`src/source/enc_params.svh`:
```
`ifndef ENC_PARAMS_SVH
`define ENC_PARAMS_SVH

// Byte and line code widths
`define ENC_DATA_W 8
`define ENC_CODE_W 10

// K28.5 comma, sent in place of data while the lane is idle
`define ENC_IDLE_BYTE 8'b101_11100

`endif

```
`src/source/line_code_pkg.sv`:
```
`include "enc_params.svh"

package line_code_pkg;

    // How the positive disparity code is formed from the negative one
    typedef enum logic [1:0] {
        inv_special = 2'b00,  // Flip g and h if special is set
        inv_low6    = 2'b01,  // Complement abcdei
        inv_high4   = 2'b10,  // Complement fghj
        inv_both    = 2'b11   // Complement the whole code
    } invert_t;

    // One entry of the code lookup, 16 bits
    // The code field keeps a in bit 0 and j in bit 9, the first bit sent
    // on the line is bit 0
    typedef struct packed {
        logic                   k_allowed;  // Byte is a legal K value
        logic                   k_neutral;  // K code is balanced
        logic                   special;    // Alternate 3b/4b swap
        invert_t                invert;
        logic                   neutral;    // D code is balanced
        logic [`ENC_CODE_W-1:0] code;       // Form for negative disparity
    } code_entry_t;

endpackage

```
`src/source/lane_pkg.sv`:
```
`include "enc_params.svh"

package lane_pkg;

    // Byte entering the encoder pipeline
    typedef struct packed {
        logic                   is_k;  // Control symbol
        logic [`ENC_DATA_W-1:0] data;  // HGF EDCBA
    } symbol_t;

    // Registered lane result, 12 bits
    typedef struct packed {
        logic [`ENC_CODE_W-1:0] code;   // 10b word, bit 0 sent first
        logic                   kerr;   // K flag on an illegal byte
        logic                   valid;  // Word carries a real symbol
    } lane_out_t;

endpackage

```
`src/source/symbol_intake.sv`:
```
`timescale 1ns/1ns
`include "enc_params.svh"

module symbol_intake (
    input  logic                   clk,
    input  logic                   reset_n,
    input  logic                   ena,
    input  logic                   idle_ins,
    input  logic                   kin,
    input  logic [`ENC_DATA_W-1:0] datain,
    output lane_pkg::symbol_t      sym_d1,
    output logic                   k_d2,
    output logic                   valid_pre1
);

    logic valid_pre2;  // First stage of the valid pipe

    always_ff @(posedge clk or negedge reset_n) begin
        if (!reset_n) begin
            sym_d1     <= '0;
            k_d2       <= 1'b0;
            valid_pre2 <= 1'b0;
            valid_pre1 <= 1'b0;
        end else begin
            sym_d1.data <= ena ? datain : `ENC_IDLE_BYTE;  // Comma when disabled
            sym_d1.is_k <= kin | ~ena;
            k_d2        <= sym_d1.is_k;  // Lines up with the table registers
            valid_pre2  <= ena | idle_ins;
            valid_pre1  <= valid_pre2;
        end
    end

    // A word may only be marked valid for a cycle that was enabled or idle-filled
    property p_valid_source;
        @(posedge clk) disable iff (!reset_n)
            $rose(valid_pre1) |-> $past(ena | idle_ins, 2);
    endproperty

    a_valid_source: assert property (p_valid_source)
        else $error("valid_pre1 rose without ena or idle_ins two cycles earlier");

endmodule

```
`src/source/data_code_lut.sv`:
```
`timescale 1ns/1ns
`include "enc_params.svh"

module data_code_lut (
    input  logic                       clk,
    input  logic                       reset_n,
    input  lane_pkg::symbol_t          sym,
    output line_code_pkg::code_entry_t entry
);

    logic [4:0]                 x_field;     // EDCBA
    logic [2:0]                 y_field;     // HGF
    logic [5:0]                 abcdei;      // 6b group in line order
    logic [3:0]                 fghj_n;      // 4b group after negative disparity
    logic [3:0]                 fghj;        // 4b group as placed in the code
    logic                       bal6;
    logic                       bal4;
    logic                       alt7;
    logic                       x_is_7;
    logic                       flip4;
    logic                       flip6;
    logic                       special;
    logic                       k_legal;
    line_code_pkg::code_entry_t entry_next;

    assign x_field = sym.data[4:0];
    assign y_field = sym.data[7:5];

    // 5b/6b table, negative disparity column
    always_comb begin
        case (x_field)
            5'd0:    abcdei = 6'b100111;
            5'd1:    abcdei = 6'b011101;
            5'd2:    abcdei = 6'b101101;
            5'd3:    abcdei = 6'b110001;
            5'd4:    abcdei = 6'b110101;
            5'd5:    abcdei = 6'b101001;
            5'd6:    abcdei = 6'b011001;
            5'd7:    abcdei = 6'b111000;
            5'd8:    abcdei = 6'b111001;
            5'd9:    abcdei = 6'b100101;
            5'd10:   abcdei = 6'b010101;
            5'd11:   abcdei = 6'b110100;
            5'd12:   abcdei = 6'b001101;
            5'd13:   abcdei = 6'b101100;
            5'd14:   abcdei = 6'b011100;
            5'd15:   abcdei = 6'b010111;
            5'd16:   abcdei = 6'b011011;
            5'd17:   abcdei = 6'b100011;
            5'd18:   abcdei = 6'b010011;
            5'd19:   abcdei = 6'b110010;
            5'd20:   abcdei = 6'b001011;
            5'd21:   abcdei = 6'b101010;
            5'd22:   abcdei = 6'b011010;
            5'd23:   abcdei = 6'b111010;
            5'd24:   abcdei = 6'b110011;
            5'd25:   abcdei = 6'b100110;
            5'd26:   abcdei = 6'b010110;
            5'd27:   abcdei = 6'b110110;
            5'd28:   abcdei = 6'b001110;
            5'd29:   abcdei = 6'b101110;
            5'd30:   abcdei = 6'b011110;
            default: abcdei = 6'b101011;
        endcase
    end

    // A7 replaces P7 after negative disparity for x = 17, 18, 20
    assign alt7 = (x_field == 5'd17) || (x_field == 5'd18) || (x_field == 5'd20);

    // 3b/4b table, negative disparity column
    always_comb begin
        case (y_field)
            3'd0:    fghj_n = 4'b1011;
            3'd1:    fghj_n = 4'b1001;
            3'd2:    fghj_n = 4'b0101;
            3'd3:    fghj_n = 4'b1100;
            3'd4:    fghj_n = 4'b1101;
            3'd5:    fghj_n = 4'b1010;
            3'd6:    fghj_n = 4'b0110;
            default: fghj_n = alt7 ? 4'b0111 : 4'b1110;
        endcase
    end

    assign bal6   = ($countones(abcdei) == 3);
    assign x_is_7 = (x_field == 5'd7);  // Balanced but has two forms
    assign flip6  = ~bal6 | x_is_7;

    // y = 0, 3, 4, 7 have complementary 4b forms
    assign flip4 = (y_field == 3'd0) || (y_field == 3'd3) ||
                   (y_field == 3'd4) || (y_field == 3'd7);

    // An unbalanced 6b group leaves positive disparity for the 4b group
    assign fghj = (~bal6 & flip4) ? ~fghj_n : fghj_n;
    assign bal4 = ($countones(fghj) == 2);

    // Dx.7 pairs that swap between P7 and A7
    assign special = (y_field == 3'd7) &&
                     (alt7 || (x_field == 5'd11) || (x_field == 5'd13) || (x_field == 5'd14));

    // K28.y and the four Kx.7 codes
    assign k_legal = (x_field == 5'd28) ||
                     ((y_field == 3'd7) && ((x_field == 5'd23) || (x_field == 5'd27) ||
                                            (x_field == 5'd29) || (x_field == 5'd30)));

    always_comb begin
        entry_next.k_allowed = sym.is_k & k_legal;
        // Balanced K codes, the 10b error pattern of FF included
        entry_next.k_neutral = sym.is_k &
                               ((k_legal && (x_field != 5'd28)) ||
                                ((x_field == 5'd28) && ((y_field == 3'd0) ||
                                                        (y_field == 3'd4) ||
                                                        (y_field == 3'd7))) ||
                                (sym.data == 8'hFF));
        entry_next.special   = special;
        entry_next.invert    = special ? line_code_pkg::inv_special :
                                         line_code_pkg::invert_t'({flip4, flip6});
        entry_next.neutral   = (bal6 == bal4);  // 3+2 or 4+1 ones
        entry_next.code      = {<<{abcdei, fghj}};  // a lands in bit 0
    end

    always_ff @(posedge clk or negedge reset_n) begin
        if (!reset_n) begin
            entry <= '0;
        end else begin
            entry <= entry_next;
        end
    end

endmodule

```
`src/source/ctrl_code_table.sv`:
```
`timescale 1ns/1ns
`include "enc_params.svh"

module ctrl_code_table (
    input  logic                   clk,
    input  logic                   reset_n,
    input  lane_pkg::symbol_t      sym,
    output logic [`ENC_CODE_W-1:0] ctrl_code
);

    logic [`ENC_CODE_W-1:0] code_next;  // jhgf_iedcba, negative disparity

    always_comb begin
        case (sym.data)
            8'b000_11100: code_next = 10'b0010_111100;  // K28.0
            8'b001_11100: code_next = 10'b1001_111100;  // K28.1
            8'b010_11100: code_next = 10'b1010_111100;  // K28.2
            8'b011_11100: code_next = 10'b1100_111100;  // K28.3
            8'b100_11100: code_next = 10'b0100_111100;  // K28.4
            8'b101_11100: code_next = 10'b0101_111100;  // K28.5
            8'b110_11100: code_next = 10'b0110_111100;  // K28.6
            8'b111_11100: code_next = 10'b0001_111100;  // K28.7
            8'b111_10111: code_next = 10'b0001_010111;  // K23.7
            8'b111_11011: code_next = 10'b0001_011011;  // K27.7
            8'b111_11101: code_next = 10'b0001_011101;  // K29.7
            8'b111_11110: code_next = 10'b0001_011110;  // K30.7
            8'b111_11111: code_next = 10'b1000_111100;  // 10b error pattern
            default:      code_next = 10'b0101_111100;  // Fall back to K28.5
        endcase
    end

    // Only control symbols read this register, so it holds on data bytes
    always_ff @(posedge clk or negedge reset_n) begin
        if (!reset_n) begin
            ctrl_code <= '0;
        end else if (sym.is_k) begin
            ctrl_code <= code_next;
        end
    end

endmodule

```
`src/source/disparity_select.sv`:
```
`timescale 1ns/1ns
`include "enc_params.svh"

module disparity_select (
    input  logic                       clk,
    input  logic                       reset_n,
    input  line_code_pkg::code_entry_t data_entry,
    input  logic [`ENC_CODE_W-1:0]     ctrl_code,
    input  logic                       k_d2,
    input  logic                       valid_pre1,
    input  logic                       rdin,
    input  logic                       rdforce,
    output lane_pkg::lane_out_t        lane_out,
    output logic                       rdout,
    output logic                       rdcascade
);

    logic                   rd;           // Disparity in effect for this word
    logic [`ENC_CODE_W-1:0] code_neg;
    logic [`ENC_CODE_W-1:0] code_pos;
    logic [`ENC_CODE_W-1:0] code_sel;
    line_code_pkg::invert_t inv_sel;
    logic                   special_sel;
    logic                   neutral_sel;

    assign rd = rdforce ? rdin : rdout;

    always_comb begin
        if (k_d2) begin
            code_neg    = ctrl_code;
            inv_sel     = line_code_pkg::inv_both;  // K codes mirror fully
            special_sel = 1'b0;
            neutral_sel = data_entry.k_neutral;
        end else begin
            code_neg    = data_entry.code;
            inv_sel     = data_entry.invert;
            special_sel = data_entry.special;
            neutral_sel = data_entry.neutral;
        end
    end

    // Positive disparity form
    always_comb begin
        case (inv_sel)
            line_code_pkg::inv_special:
                code_pos = {code_neg[9], code_neg[8] ^ special_sel,
                            code_neg[7] ^ special_sel, code_neg[6:0]};
            line_code_pkg::inv_low6:  code_pos = {code_neg[9:6], ~code_neg[5:0]};
            line_code_pkg::inv_high4: code_pos = {~code_neg[9:6], code_neg[5:0]};
            line_code_pkg::inv_both:  code_pos = ~code_neg;
            default:                  code_pos = ~code_neg;
        endcase
    end

    assign code_sel  = rd ? code_pos : code_neg;
    assign rdcascade = neutral_sel ^ ~rd;  // Unbalanced code toggles disparity

    always_ff @(posedge clk or negedge reset_n) begin
        if (!reset_n) begin
            lane_out <= '0;
            rdout    <= 1'b0;  // Start at negative disparity
        end else begin
            lane_out.code  <= code_sel;
            lane_out.kerr  <= k_d2 & ~data_entry.k_allowed;
            lane_out.valid <= valid_pre1;
            if (valid_pre1) begin
                rdout <= rdcascade;
            end
        end
    end

    // Every legal 10b word carries four to six ones
    property p_code_weight;
        @(posedge clk) disable iff (!reset_n)
            lane_out.valid |-> ($countones(lane_out.code) >= 4) &&
                               ($countones(lane_out.code) <= 6);
    endproperty

    a_code_weight: assert property (p_code_weight)
        else $error("output code has an illegal number of ones");

    // The table's neutral hint must agree with the word that leaves the lane
    property p_neutral_weight;
        @(posedge clk) disable iff (!reset_n)
            (valid_pre1 && neutral_sel) |=> ($countones(lane_out.code) == 5);
    endproperty

    a_neutral_weight: assert property (p_neutral_weight)
        else $error("neutral code does not have five ones");

endmodule

```
`src/source/enc8b10b_lane.sv`:
```
`timescale 1ns/1ns
`include "enc_params.svh"

module enc8b10b_lane (
    input  logic                   clk,
    input  logic                   reset_n,
    input  logic                   idle_ins,
    input  logic                   kin,
    input  logic                   ena,
    input  logic [`ENC_DATA_W-1:0] datain,
    input  logic                   rdin,
    input  logic                   rdforce,
    output logic [`ENC_CODE_W-1:0] dataout,
    output logic                   kerr,
    output logic                   valid,
    output logic                   rdout,
    output logic                   rdcascade
);

    lane_pkg::symbol_t          sym_d1;
    logic                       k_d2;
    logic                       valid_pre1;
    line_code_pkg::code_entry_t data_entry;
    logic [`ENC_CODE_W-1:0]     ctrl_code;
    lane_pkg::lane_out_t        lane_out;

    symbol_intake symbol_intake_inst (
        .clk        (clk),
        .reset_n    (reset_n),
        .ena        (ena),
        .idle_ins   (idle_ins),
        .kin        (kin),
        .datain     (datain),
        .sym_d1     (sym_d1),
        .k_d2       (k_d2),
        .valid_pre1 (valid_pre1)
    );

    data_code_lut data_code_lut_inst (
        .clk     (clk),
        .reset_n (reset_n),
        .sym     (sym_d1),
        .entry   (data_entry)
    );

    ctrl_code_table ctrl_code_table_inst (
        .clk       (clk),
        .reset_n   (reset_n),
        .sym       (sym_d1),
        .ctrl_code (ctrl_code)
    );

    disparity_select disparity_select_inst (
        .clk        (clk),
        .reset_n    (reset_n),
        .data_entry (data_entry),
        .ctrl_code  (ctrl_code),
        .k_d2       (k_d2),
        .valid_pre1 (valid_pre1),
        .rdin       (rdin),
        .rdforce    (rdforce),
        .lane_out   (lane_out),
        .rdout      (rdout),
        .rdcascade  (rdcascade)
    );

    assign dataout = lane_out.code;
    assign kerr    = lane_out.kerr;
    assign valid   = lane_out.valid;

endmodule

```
`config.mk`:
```
export PLATFORM = sky130hd
export DESIGN_NAME = enc8b10b_lane
export DESIGN_NICKNAME = d
export VERILOG_FILES = /design/src/source/line_code_pkg.sv /design/src/source/lane_pkg.sv /design/src/source/symbol_intake.sv /design/src/source/data_code_lut.sv /design/src/source/ctrl_code_table.sv /design/src/source/disparity_select.sv /design/src/source/enc8b10b_lane.sv
export VERILOG_INCLUDE_DIRS = /design/src /design/src/source
export SDC_FILE = /design/constraint.sdc
export NUM_CORES = 1
export LEC_CHECK = 0
export BUFFER_PORTS_ARGS = -buffer_cell sky130_fd_sc_hd__buf_2
export CAP_MARGIN = 20
export CORE_MARGIN = 2
export CORE_UTILIZATION = 61
export CTS_BUF_LIST = sky130_fd_sc_hd__clkbuf_8
export DETAILED_ROUTE_END_ITERATION = 8
export PLACE_DENSITY = 0.89
export SETUP_SLACK_MARGIN = 0.1
export SYNTH_ARGS = -nofsm -noshare
export SYNTH_HDL_FRONTEND = slang
export SYNTH_SLANG_ARGS = --single-unit
```
`constraint.sdc`:
```
create_clock -name clk -period 6.4 [get_ports clk]
set_input_delay 0 -clock clk [delete_from_list [all_inputs] [get_ports clk]]
set_output_delay 0 -clock clk [all_outputs]
set_load 0.01 [all_outputs]
```
# --- Word level (Yosys, flattened, before mapping) ---
# Memory sizes are Yosys's and may differ from the RTL's.
# Index checks and enable logic that the tools add are counted.
word_totals:
  ff_bits: 51
  latchBits: 0
  ramBits: 0
  romBits: 192
  inputBits: 15
  elab_cells: 116
  n_memories: 1
mem_list:
  columns: ["memory", "words", "word_bits", "read_ports", "rd_ports_with_merged_regs", "wr", "line_no", "source"]
  rows:
  - ["(no name shown)", 32, 6, 1, 0, 0, "data_code_lut.sv:31", "case (x_field)"]
classes:
  addsub: 8
  mul: 0
  div_mod_pow: 0
  magnitude_cmp: 0
  eq_ne: 38
  n_shift: 0
  mux: 13
  n_bitwise: 18
  reduce_logical: 22
ops:
  columns: ["operator", "n"]
  rows:
  - ["$pmux W10 S12", 1]
  - ["$add A32 B32 Y32", 3]
  - ["$eq A32 B3 Y1 const B", 2]
  - ["$eq A8 B8 Y1 const B", 8]
  - ["$eq A5 B5 Y1 const B", 8]
  - ["$pmux W10 S4", 1]
  - ["$pmux W4 S7", 1]
  - ["$mux W10", 2]
  - ["$eq A8 B7 Y1 const B", 2]
  - ["$logic_or A1 B1 Y1", 16]
  - ["$eq A5 B4 Y1 const B", 3]
  - ["$eq A3 B3 Y1 const B", 4]
  - ["$add A1 B1 Y2", 5]
  - ["$not A10 Y10", 1]
  - ["$eq A8 B5 Y1 const B", 1]
  - ["$eq A8 B6 Y1 const B", 1]
  - ["$mux W4", 2]
  - ["$mux W8", 1]
  - ["$not A4 Y4", 2]
  - ["$eq A3 B2 Y1 const B", 2]
  - ["$not A6 Y6", 1]
  - ["$eq A5 B3 Y1 const B", 1]
  - ["$ne A5 B5 Y1 const B", 1]
  - ["$and A1 B1 Y1", 4]
  - ["12 further kinds", 26]

# --- Logic depth before layout (Yosys ltp) ---
# Gate-level depths: netlist of run 1.
# An unclocked memory read counts as a cell.
logic_depth:
  word_depth: 12
  mapped_depth: 21
  depth_no_buf: 21

# --- Hierarchy ---
# From an unflattened synthesis of run 1, not the netlist that was laid out.
unflattened:
  cells_unflattened: 289
  area_unflattened_um2: 2934.1
modules_own_cells:
  columns: ["module", "n_inst", "cells_per_inst", "area_per_inst_um2", "seq_area_each_um2"]
  rows:
  - ["data_code_lut", 1, 136, 1257.5, 400.4]
  - ["ctrl_code_table", 1, 78, 671.9, 250.2]
  - ["disparity_select", 1, 53, 641.9, 325.3]
  - ["symbol_intake", 1, 22, 362.8, 300.3]

# --- Worst setup path after synthesis of run 1 ---
# Ideal clock, no wire load.
synth_path:
  kind: "flip-flop to flip-flop"
  start: "register, netlist name symbol_intake_inst.sym_d1[1]"
  end: "register data_code_lut_inst.entry[10] (netlist name)"
  setup_time_ns: 0.125
  arrival_ns: 4.309
  setup_slack_ns: 1.965
  path_stages_with_launch: 21
  n_path_buf: 1
  period_less_slack_ns: 4.435
  path_cell_list: "dfrtp_1 -> inv_1 -> ha_1 -> inv_1 -> nor2_1 -> a21o_1 -> mux4_2 -> inv_1 -> ha_1 -> fa_1 -> ha_1 -> nand2_1 -> nor3_1 -> buf_2 -> xor2_1 -> a22oi_1 -> ha_1 -> ha_1 -> fa_1 -> nand2_1 -> xor2_1"
synth_lines:
  columns: ["element", "line_no", "source"]
  rows:
  - ["to (signal assigned)", "data_code_lut.sv:125", "entry <= entry_next;"]
  - ["to (decl)", "data_code_lut.sv:8", "output line_code_pkg::code_entry_t entry"]

==> impl_metrics.toml, run 1 <==
[setup_path]
cp_cell_sequence = "inv_1 > ha_1 > inv_1 > nor2_1 > a21o_1 > mux4_2 > inv_1 > ha_1 > fa_1 > ha_1 > nand2_1 > nor3_1 > buf_4 > xor2_1 > a22oi_1 > ha_1 > ha_1 > fa_1 > nand2_1 > xor2_1"
cp_slowest_stage_delay_ps = 470
path_class = "flip-flop to flip-flop"
critPathTopFamily = "adder cells"
worst_path_max_delay_cell = "fa_1"
r2r_end = "data_code_lut_inst.entry[10]"
crit_buf_inv = 4
crit_required_ps = 6590
critPathCaptureType = "flip-flop"
reg2reg_depth = 20
crit_start = "symbol_intake_inst.sym_d1[1]"
cp_max_fo = 12
reg2reg_slack_ps = 1630
critPathLaunchType = "flip-flop"
r2r_start = "symbol_intake_inst.sym_d1[1]"
crit_top_cell = "ha_1"
crit_arrival_ps = 4960

[detailed_routing]
wire_per_inst_microns = 14.77
ant_nets = 0
wl_microns = 5347
firstDrtPassIters = 5
post-route-drc-count = 0
vias = 2065
viasPerCell = 5.704
drtIter0Drc = 160

[power_and_ir_drop]
power.density_nw_per_um2 = 273.3
power_leakage_nw = 1.427
ir_drop_mv = 0.1286

[min_path]
min_path_cells = 2
hp-start = "ena"
whs_endpoint = "symbol_intake_inst.valid_pre2"
hold_class = "input port to flip-flop"

[logic_synthesis]
ys_top_cells_by_area = "dfrtp_1 46%, ha_1 6.3%, xnor2_1 3.8%"
avgSynthCellArea_sq_um = 10.28
synth.distinct_cells = 52
synthArstFlopShare_pct = 100.0
synth_edf_count = 0
synthCells = 269
dominantRegCellSynth = "dfrtp_1"
ys_ff_latch = 51
netlist.area_leader.share_pct = 46.13
syn_nets = 301
ys_seq_area_share_pct = 46.13
yosys_warnings = 0
synth.cell_area_sq_um = 2766
synth_area_leader_cell = "dfrtp_1"

[floorplanning]
die_w_microns = 71.35
rows = 24
initial_core_util_pct = 63.53
ios = 29
dieArea_sq_um = 5090
die_h_microns = 71.35
core_sq_um = 4354

[layout]
drive_gt1_share_pct = 18.06
finalNetCount = 341
antenna_cells = 0
final_common_cell = "dfrtp_1"
layout_common_cells = "51 x dfrtp_1, 28 x buf_2, 24 x nor2_1"
final_cell_count_no_fill = 362
area_growth_pct = 15.69
final_area_sq_um = 3201

[global_routing]
antenna_found_initial = 0
grt_max_degree = 52
grt_pass1_wl_microns = 9218
track_usage_pct = 23.20
grt_pass1_vias = 2004
grt_overflow_total = 0

[cts]
clk_path_buf_depth = 2
cts_inserted_buffers = 5
clock-root-buffer = "clkbuf_8"
cts_tree = "done"
clkLatencyLatePin_ps = 300
clock-sinks = 51
cts.clk_slew.worst_paths_ps = 90
htree_levels = 2

[sta]
skew_ps = 5.171
fmax_mhz = 209.8
rsz0062_at_grt = "false"
min_period_ps = 4767
hold_ws_ps = 19.07
fin_tns_setup_ps = 0
tightest_slew_ps = 655.3
fin_crit_sh_pct = 74.48
setup_viol = 0
finalHoldViolCount = 0
slew_headroom_pct = 56.31
maxSlewViolCount = 0

[placed_design]
placed_area_sq_um = 2898
hpwl_microns = 3690
port_buffers = 28
globalplace.congestion = 0.8968
dp_cells = 336

[run_status]
outcome = "finished clean"

[job]
maxCapViolations = 0
cell usage after synthesis (all sizes together) (4+ instances only):
cell and n:
nor3 8, nor2b 5, buf 11, a211oi 4
dfrtp 51, o21ai 21, o21a 4, nor2 26
nand2b 8, ha 14, nand2 18, inv 8
a21oi 20, and2 5, mux2i 11, xor2 4
xnor2 12
per-layer routing:
| metal | wire (microns) | track usage [%] | vias up |
|---|---|---|---|
| met4 | 80 | 7.757 | 0 |
| met2 | 2752 | 40.12 | 82 |
| li1 | - | - | 1007 |
| met1 | 2198 | 29.53 | 965 |
| met3 | 316 | 4.219 | 11 |
| met5 | 0 | 0 | - |
flip-flops by register name, indices dropped and copies added, names as in the netlist:
name	count
disparity_select_inst.lane_out	12
symbol_intake_inst.sym_d1	9
ctrl_code_table_inst.ctrl_code	10
symbol_intake_inst.valid_pre1	1
symbol_intake_inst.k_d2	1
symbol_intake_inst.valid_pre2	1
disparity_select_inst.rdout	1
data_code_lut_inst.entry	16
through the flow:
stage	util [%]	total power, W	worst slack (ps)
6_report	73.51	0.0008748	1633
5_1_grt	73.51	0.0009317	1385
4_1_cts	73.05	0.0008781	1648
3_5_place_dp	66.55	0.0006511	1681
3_3_place_gp	66.55	0.0006401	1834
2_1_floorplan	-	0.0005780	1965
worst max-delay path by stage:
stage	endpoint	slack, ps	depth (start not counted)
global route	data_code_lut_inst.entry[10]	1380	20
floorplan	data_code_lut_inst.entry[10]	1970	20
global placement	data_code_lut_inst.entry[10]	1830	21
detailed placement	data_code_lut_inst.entry[10]	1680	20
finish	data_code_lut_inst.entry[10]	1630	20
CTS	data_code_lut_inst.entry[10]	1650	20
where the power goes:
group | switching [W] | internal (W) | total (W)
sequential | 0.0000303 | 0.000374 | 0.000405
clock | 0.000103 | 0.000116 | 0.000219
combinational | 0.000132 | 0.000119 | 0.000251
total | 0.000265 | 0.000610 | 0.000875
layout make-up:
cell class              instances  area (sq um)
clock buffers                   5         68.82
well taps                      52         65.06
clock inverters                 3         43.79
inverters                       9         33.78
flip-flops and latches         51          1276
fillers                       290          1154
multi-input cells             195          1375
repair buffers                 47         337.8
cells by family after synthesis:
kind of cell,Yosys count,share of synthesized area (%)
flip-flops,51,46.13
XOR/XNOR,16,5.065
AND/OR/NAND/NOR,83,15.69
buffers and inverters,23,4.161
AO/OA/AOI/OAI,66,15.11
adder cells (fa/ha/maj),17,8.503
multiplexers,13,5.337
worst register-to-register path, cell delays in order, from the launching register on:
cell and delay (ps):
dfrtp_1 460, inv_1 140, ha_1 270, inv_1 130, nor2_1 60, a21o_1 160
mux4_2 440, inv_1 90, ha_1 250, fa_1 420, ha_1 280, nand2_1 50
nor3_1 130, buf_4 210, xor2_1 100, a22oi_1 310, ha_1 290, ha_1 210
fa_1 470, nand2_1 60, xor2_1 130
what timing repair did:
item | CTS | global route
buffers inserted | 0 | 0
hold buffers | 17 | 0
resized for setup | 0 | 0
endpoints found under the hold margin | 61 | 0
No activity file was read; power rests on OpenSTA's default activity.
==> inputs of run 2 (changes only) <==
==> constraint.sdc (replaced) <==
create_clock -name clk -period 4.8 [get_ports clk]
set_input_delay 0 -clock clk [delete_from_list [all_inputs] [get_ports clk]]
set_output_delay 0 -clock clk [all_outputs]
set_load 0.01 [all_outputs]
==> run 2 against run 1 <==
Compared with the run above:
- highest routed layer unchanged
- routed wire length rose by 9.5%
- non-clock buffer count rose by 10
- largest power group unchanged
- setup slack got worse by 1400 ps
- cell area rose by 4.8%
- sequential share of layout area fell by 1.7 points
- combinational power rose by 53%
- critical endpoint unchanged
- hold slack improved by 7.8 ps
- fmax rose by 4.9%
- first-iteration DRC count fell by 16%
==> impl_metrics.toml, run 2 (synthesis results as in run 1) <==
[run_status]
outcome = "finished clean"

[detailed_routing]
wire_per_inst_microns = 15.73
vias = 2175
ant_nets = 0
wl_met2_microns = 3067
wl_met3_microns = 387
post-route-drc-count = 0
wl_microns = 5853
highest_layer = "met4"
drt-met1-wl_microns = 2292
viasPerCell = 5.847
drtIter0Drc = 134
firstDrtPassIters = 5

[setup_path]
cp_cell_sequence = "inv_4 > ha_4 > and2_1 > a21oi_1 > mux4_2 > inv_1 > ha_1 > fa_1 > ha_1 > nand2_1 > nor3_4 > buf_6 > nor2_1 > a21oi_1 > xnor2_1 > ha_1 > ha_1 > fa_1 > nand2_1 > xor2_1"
worst_path_max_delay_cell = "dfrtp_2"
cp_slowest_stage_delay_ps = 490
cp_max_fo = 6
crit_top_cell = "ha_1"
critPathLaunchType = "flip-flop"
path_class = "flip-flop to flip-flop"
crit_required_ps = 4990
critPathCaptureType = "flip-flop"
crit_arrival_ps = 4740

[layout]
layout_common_cells = "47 x dfrtp_1, 29 x buf_2, 24 x nor2_1"
largestRegisters = "data_code_lut_inst.entry (16), disparity_select_inst.lane_out (12), ctrl_code_table_inst.ctrl_code (10)"
finalNetCount = 351
final_area_sq_um = 3356
final_util_pct = 77.07
final_cell_count_no_fill = 372
top_register = "data_code_lut_inst.entry"
area_growth_pct = 21.30
largest_reg_flops = 16
final_common_cell = "dfrtp_1"
n_fill_cell = 284
antenna_cells = 0
drive_gt1_share_pct = 25.94

[floorplanning]
core_sq_um = 4354
die_h_microns = 71.35
dieArea_sq_um = 5090
die_w_microns = 71.35
rows = 24
ios = 29
initial_core_util_pct = 63.53

[cts]
htree_levels = 2
clock-sinks = 51
cts_tree = "done"
cts_inserted_buffers = 5
clk_path_buf_depth = 2
cts.clk_slew.worst_paths_ps = 90
clock-root-buffer = "clkbuf_8"
clkLatencyLatePin_ps = 300

[global_routing]
grt_max_degree = 52
grt_pass1_vias = 2057
antenna_found_initial = 0
grt_pass1_wl_microns = 9315
grt_overflow_total = 0
track_usage_pct = 23.59

[sta]
slew_headroom_pct = 57.12
fin_crit_sh_pct = 94.66
fin_tns_setup_ps = 0
skew_ps = 2.810
min_period_ps = 4543
setup_viol = 0
tightest_slew_ps = 643.2
maxSlewViolCount = 0
fmax_mhz = 220.1
rsz0062_at_grt = "false"
finalHoldViolCount = 0

[placed_design]
port_buffers = 28
dp_cells = 340
hpwl_microns = 3863
globalplace.congestion = 0.9051
placed_area_sq_um = 2928

[power_and_ir_drop]
total_power_w = 0.001218
power_leakage_nw = 1.478
ir_drop_mv = 0.2083
power.density_nw_per_um2 = 363.0

[min_path]
hold_class = "input port to flip-flop"

[job]
maxCapViolations = 0
run 2: cell types whose count changed in the layout (fill, tap and decap cells not counted), moves of 2 or more:
cell and change:
a21oi_2 +2, dfrtp_2 +4, ha_1 -3, inv_1 -3
ha_4 +2, dfrtp_1 -4, buf_4 +8, inv_2 +2
nor3_1 -2, a21oi_1 -2
run 2: cell type report:
cell class                      instances  area (sq um)  area share (%)
Clock buffer                            5         68.82           2.051
Multi-Input combinational cell        195          1446           43.10
Inverter                                9         36.28           1.081
Tap cell                               52         65.06           1.939
Sequential cell                        51          1281           38.18
Clock inverter                          3         43.79           1.305
Timing Repair Buffer                   57         414.1           12.34
run 2: power breakdown:
group	switching [W]	internal, W	leakage [nW]
clock	0.000141	0.000155	0.0581
combinational	0.000201	0.000182	0.844
sequential	0.0000402	0.000500	0.576
total	0.000382	0.000837	1.48
run 2: what timing repair did:
item	CTS	global route
setup endpoints to repair	1	1
buffers inserted	0	5
pin swaps	0	3
cloned	0	1
endpoints found under the hold margin	61	0
gates resized for setup	4	20
hold buffers	17	0
run 2: through the flow:
stage	hold WS, ps	worst slack (ps)
finish	26.84	256.5
global route	37.39	83.69
CTS	18.77	110.3
detailed placement	191.0	23.52
global placement	186.5	244.3
floorplan	-295.6	365.1
run 2: critical path: cells and delay by family, from the launching register on:
family	cells	cell delay (ps)
adder cells (fa/ha/maj)	7	2080
AND/OR/NAND/NOR	5	540
flip-flops	1	490
multiplexers	1	460
buffers and inverters	3	370
XOR/XNOR	2	310
AO/OA/AOI/OAI	2	190
run 2: path summary, 6_finish.rpt:
check                                              from                                end  slack (ps)  cells past startpoint
min                                                 ena       symbol_intake_inst.sym_d1[0]          30                      2
min in group asynchronous                       reset_n  ctrl_code_table_inst.ctrl_code[9]          90                      2
min reg2reg                data_code_lut_inst.entry[15]  disparity_select_inst.lane_out[1]         400                      1
max                        symbol_intake_inst.sym_d1[0]       data_code_lut_inst.entry[10]         260                     20
max reg2reg                symbol_intake_inst.sym_d1[0]       data_code_lut_inst.entry[10]         260                     20
max in group asynchronous                       reset_n       symbol_intake_inst.sym_d1[3]        4210                      3
run 2: per-layer routing:
metal  track usage [%]  vias up
met3             5.204       11
li1                  -     1025
met5                 0        -
met1             29.53     1046
met2             41.15       93
met4             6.918        0
==> inputs of run 3 (changes only) <==
--- a/config.mk
+++ b/config.mk
@@ -12,7 +12,7 @@
 export CORE_UTILIZATION = 61
 export CTS_BUF_LIST = sky130_fd_sc_hd__clkbuf_8
 export DETAILED_ROUTE_END_ITERATION = 8
-export PLACE_DENSITY = 0.89
+export PLACE_DENSITY = 0.82
 export SETUP_SLACK_MARGIN = 0.1
 export SYNTH_ARGS = -nofsm -noshare
 export SYNTH_HDL_FRONTEND = slang
==> constraint.sdc (replaced) <==
create_clock -name clk -period 4.8 [get_ports clk]
set_input_delay 0 -clock clk [delete_from_list [all_inputs] [get_ports clk]]
set_output_delay 0 -clock clk [all_outputs]
set_load 0.05 [all_outputs]
==> run 3 against run 2 <==
Compared with the run above:
- routed wire length grew 2.1%
- clock power is 2% lower
- sequential share of layout area down 0.68 points
- non-clock buffer count is 7 higher
- combinational power up 43%
- fmax fell by 1.4%
- first-iteration DRC count increased by 38%
- clock skew is 3.6 ps higher
- register-to-register slack lost 70 ps
- setup slack got worse by 65 ps
- die area is the same
- utilization rose by 1.3 points
==> impl_metrics.toml, run 3 (synthesis results as in run 1) <==
[run_status]
outcome = "finished clean"

[global_routing]
busiest_layer = "met2"
grt_max_degree = 52
grt_pass1_vias = 2028
grt_overflow_total = 0
antenna_found_initial = 0
grt_pass1_wl_microns = 9522
use_met2_pct = 40.43
track_usage_pct = 24.24
globalRouteMet3Util_pct = 5.204
met1_usage_pct = 32.20

[sta]
slew_headroom_pct = 57.75
min_period_ps = 4609
fin_tns_setup_ps = 0
rsz0062_at_grt = "false"
tightest_slew_ps = 633.7
hold_ws_ps = 18.73
setup_viol = 0
maxSlewViolCount = 0
finalHoldViolCount = 0
fmax_mhz = 217.0
fin_crit_sh_pct = 96.01
skew_ps = 6.454
setup_ws_ps = 191.4

[floorplanning]
die_w_microns = 71.35
die_h_microns = 71.35
initial_core_util_pct = 63.53
ios = 29
core_sq_um = 4354
rows = 24
dieArea_sq_um = 5090

[cts]
htree_levels = 2
cts.clk_slew.worst_paths_ps = 90
cts_tree = "done"
cts_inserted_buffers = 5
clk_path_buf_depth = 2
clock-sinks = 51
clock-root-buffer = "clkbuf_8"
clkLatencyLatePin_ps = 310

[setup_path]
cp_slowest_stage_delay_ps = 500
critPathCaptureType = "flip-flop"
critPathLaunchType = "flip-flop"
worst_path_max_delay_cell = "mux4_2"
crit_top_cell = "ha_1"
cp_cell_sequence = "inv_4 > ha_4 > and2_4 > a21oi_1 > mux4_2 > inv_2 > ha_1 > fa_2 > ha_1 > nand2_1 > nor3_4 > buf_6 > buf_4 > a31o_1 > a21oi_2 > ha_1 > ha_1 > fa_1 > nor2_1 > nand2_1 > xor2_1"
cp_max_fo = 6
crit_arrival_ps = 4810
path_class = "flip-flop to flip-flop"
crit_required_ps = 5000

[detailed_routing]
wl_microns = 5973
firstDrtPassIters = 5
vias = 2216
ant_nets = 0
wire_per_inst_microns = 15.80
post-route-drc-count = 0
drtIter0Drc = 185
viasPerCell = 5.862

[min_path]
hold_class = "input port to flip-flop"

[placed_design]
placed_area_sq_um = 2928
globalplace.congestion = 0.9422
pre_cts_ws_ps = 30.28
port_buffers = 28
hpwl_microns = 3688

[layout]
drive_gt1_share_pct = 28.53
top_register = "data_code_lut_inst.entry"
area_growth_pct = 23.38
final_area_sq_um = 3413
n_fill_cell = 263
antenna_cells = 0
finalNetCount = 358
layout_common_cells = "48 x dfrtp_1, 29 x buf_2, 24 x nor2_1"
largestRegisters = "data_code_lut_inst.entry (16), disparity_select_inst.lane_out (12), ctrl_code_table_inst.ctrl_code (10)"
final_common_cell = "dfrtp_1"
largest_reg_flops = 16

[power_and_ir_drop]
power.density_nw_per_um2 = 402.8
power_leakage_nw = 1.504
ir_drop_mv = 0.1875

[job]
maxCapViolations = 0
[run 3: cell types whose count changed in the layout (fill, tap and decap cells not counted), sizes merged]
cell	before	now
clkinv	3	1
buf	40	47
clkinvlp	0	1
[run 3: routing by layer]
layer	part of all wire [%]	vias up
met5	0	-
met4	2.3	0
met3	7.0	18
met2	50	114
met1	41	1038
li1	-	1046
[run 3: worst paths after layout]
path                                                    start                           endpoint  slack (ps)  cells past startpoint
worst min register to register  symbol_intake_inst.valid_pre2      symbol_intake_inst.valid_pre1         360                      0
worst max register to register   symbol_intake_inst.sym_d1[0]       data_code_lut_inst.entry[10]         190                     21
min in group asynchronous                             reset_n  ctrl_code_table_inst.ctrl_code[0]         180                      2
max in group asynchronous                             reset_n  ctrl_code_table_inst.ctrl_code[7]        4110                      3
worst max-delay path             symbol_intake_inst.sym_d1[0]       data_code_lut_inst.entry[10]         190                     21
worst min-delay path                                      ena       symbol_intake_inst.sym_d1[0]          20                      2
[run 3: stage by stage]
stage,utilization [%],cells,total power [W]
5_1_grt,78.39,378,0.001447
6_report,78.39,378,0.001375
2_1_floorplan,-,269,0.0009048
4_1_cts,74.20,367,0.001321
3_5_place_dp,67.24,340,0.001012
3_3_place_gp,67.24,340,0.0009947
[run 3: final cells by class]
| cell class | count | area [sq um] | area share [%] |
|---|---|---|---|
| tap | 52 | 65.06 | 1.906 |
| timing repair buffer | 64 | 466.7 | 13.67 |
| clock inverter | 2 | 37.54 | 1.100 |
| multi-input combinational | 195 | 1459 | 42.74 |
| clock buffer | 5 | 68.82 | 2.016 |
| sequential | 51 | 1280 | 37.50 |
| inverter | 9 | 36.28 | 1.063 |
[run 3: report_power, final]
| part | switching [W] | internal [W] | total [W] |
|---|---|---|---|
| Sequential | 0.0000382 | 0.000499 | 0.000538 |
| Combinational | 0.000346 | 0.000201 | 0.000547 |
| Clock | 0.000138 | 0.000152 | 0.000291 |
| Total | 0.000522 | 0.000853 | 0.00137 |
[run 3: worst max-delay path: cells and delay by family, from the launching register on]
family	cells	cell delay, ps
fa+ha+maj	7	1970
simple gates	5	660
mux	1	500
flops	1	480
buf+inv	4	460
compound gates	3	270
xor+xnor	1	140
[run 3: timing repair]
item / CTS / global route
endpoints found under the hold margin: 61 / 0
setup endpoints to repair: 1 / 1
hold buffers: 17 / 0
gates cloned: 0 / 1
pin swaps: 0 / 5
setup buffers: 3 / 9
gates resized for setup: 3 / 26
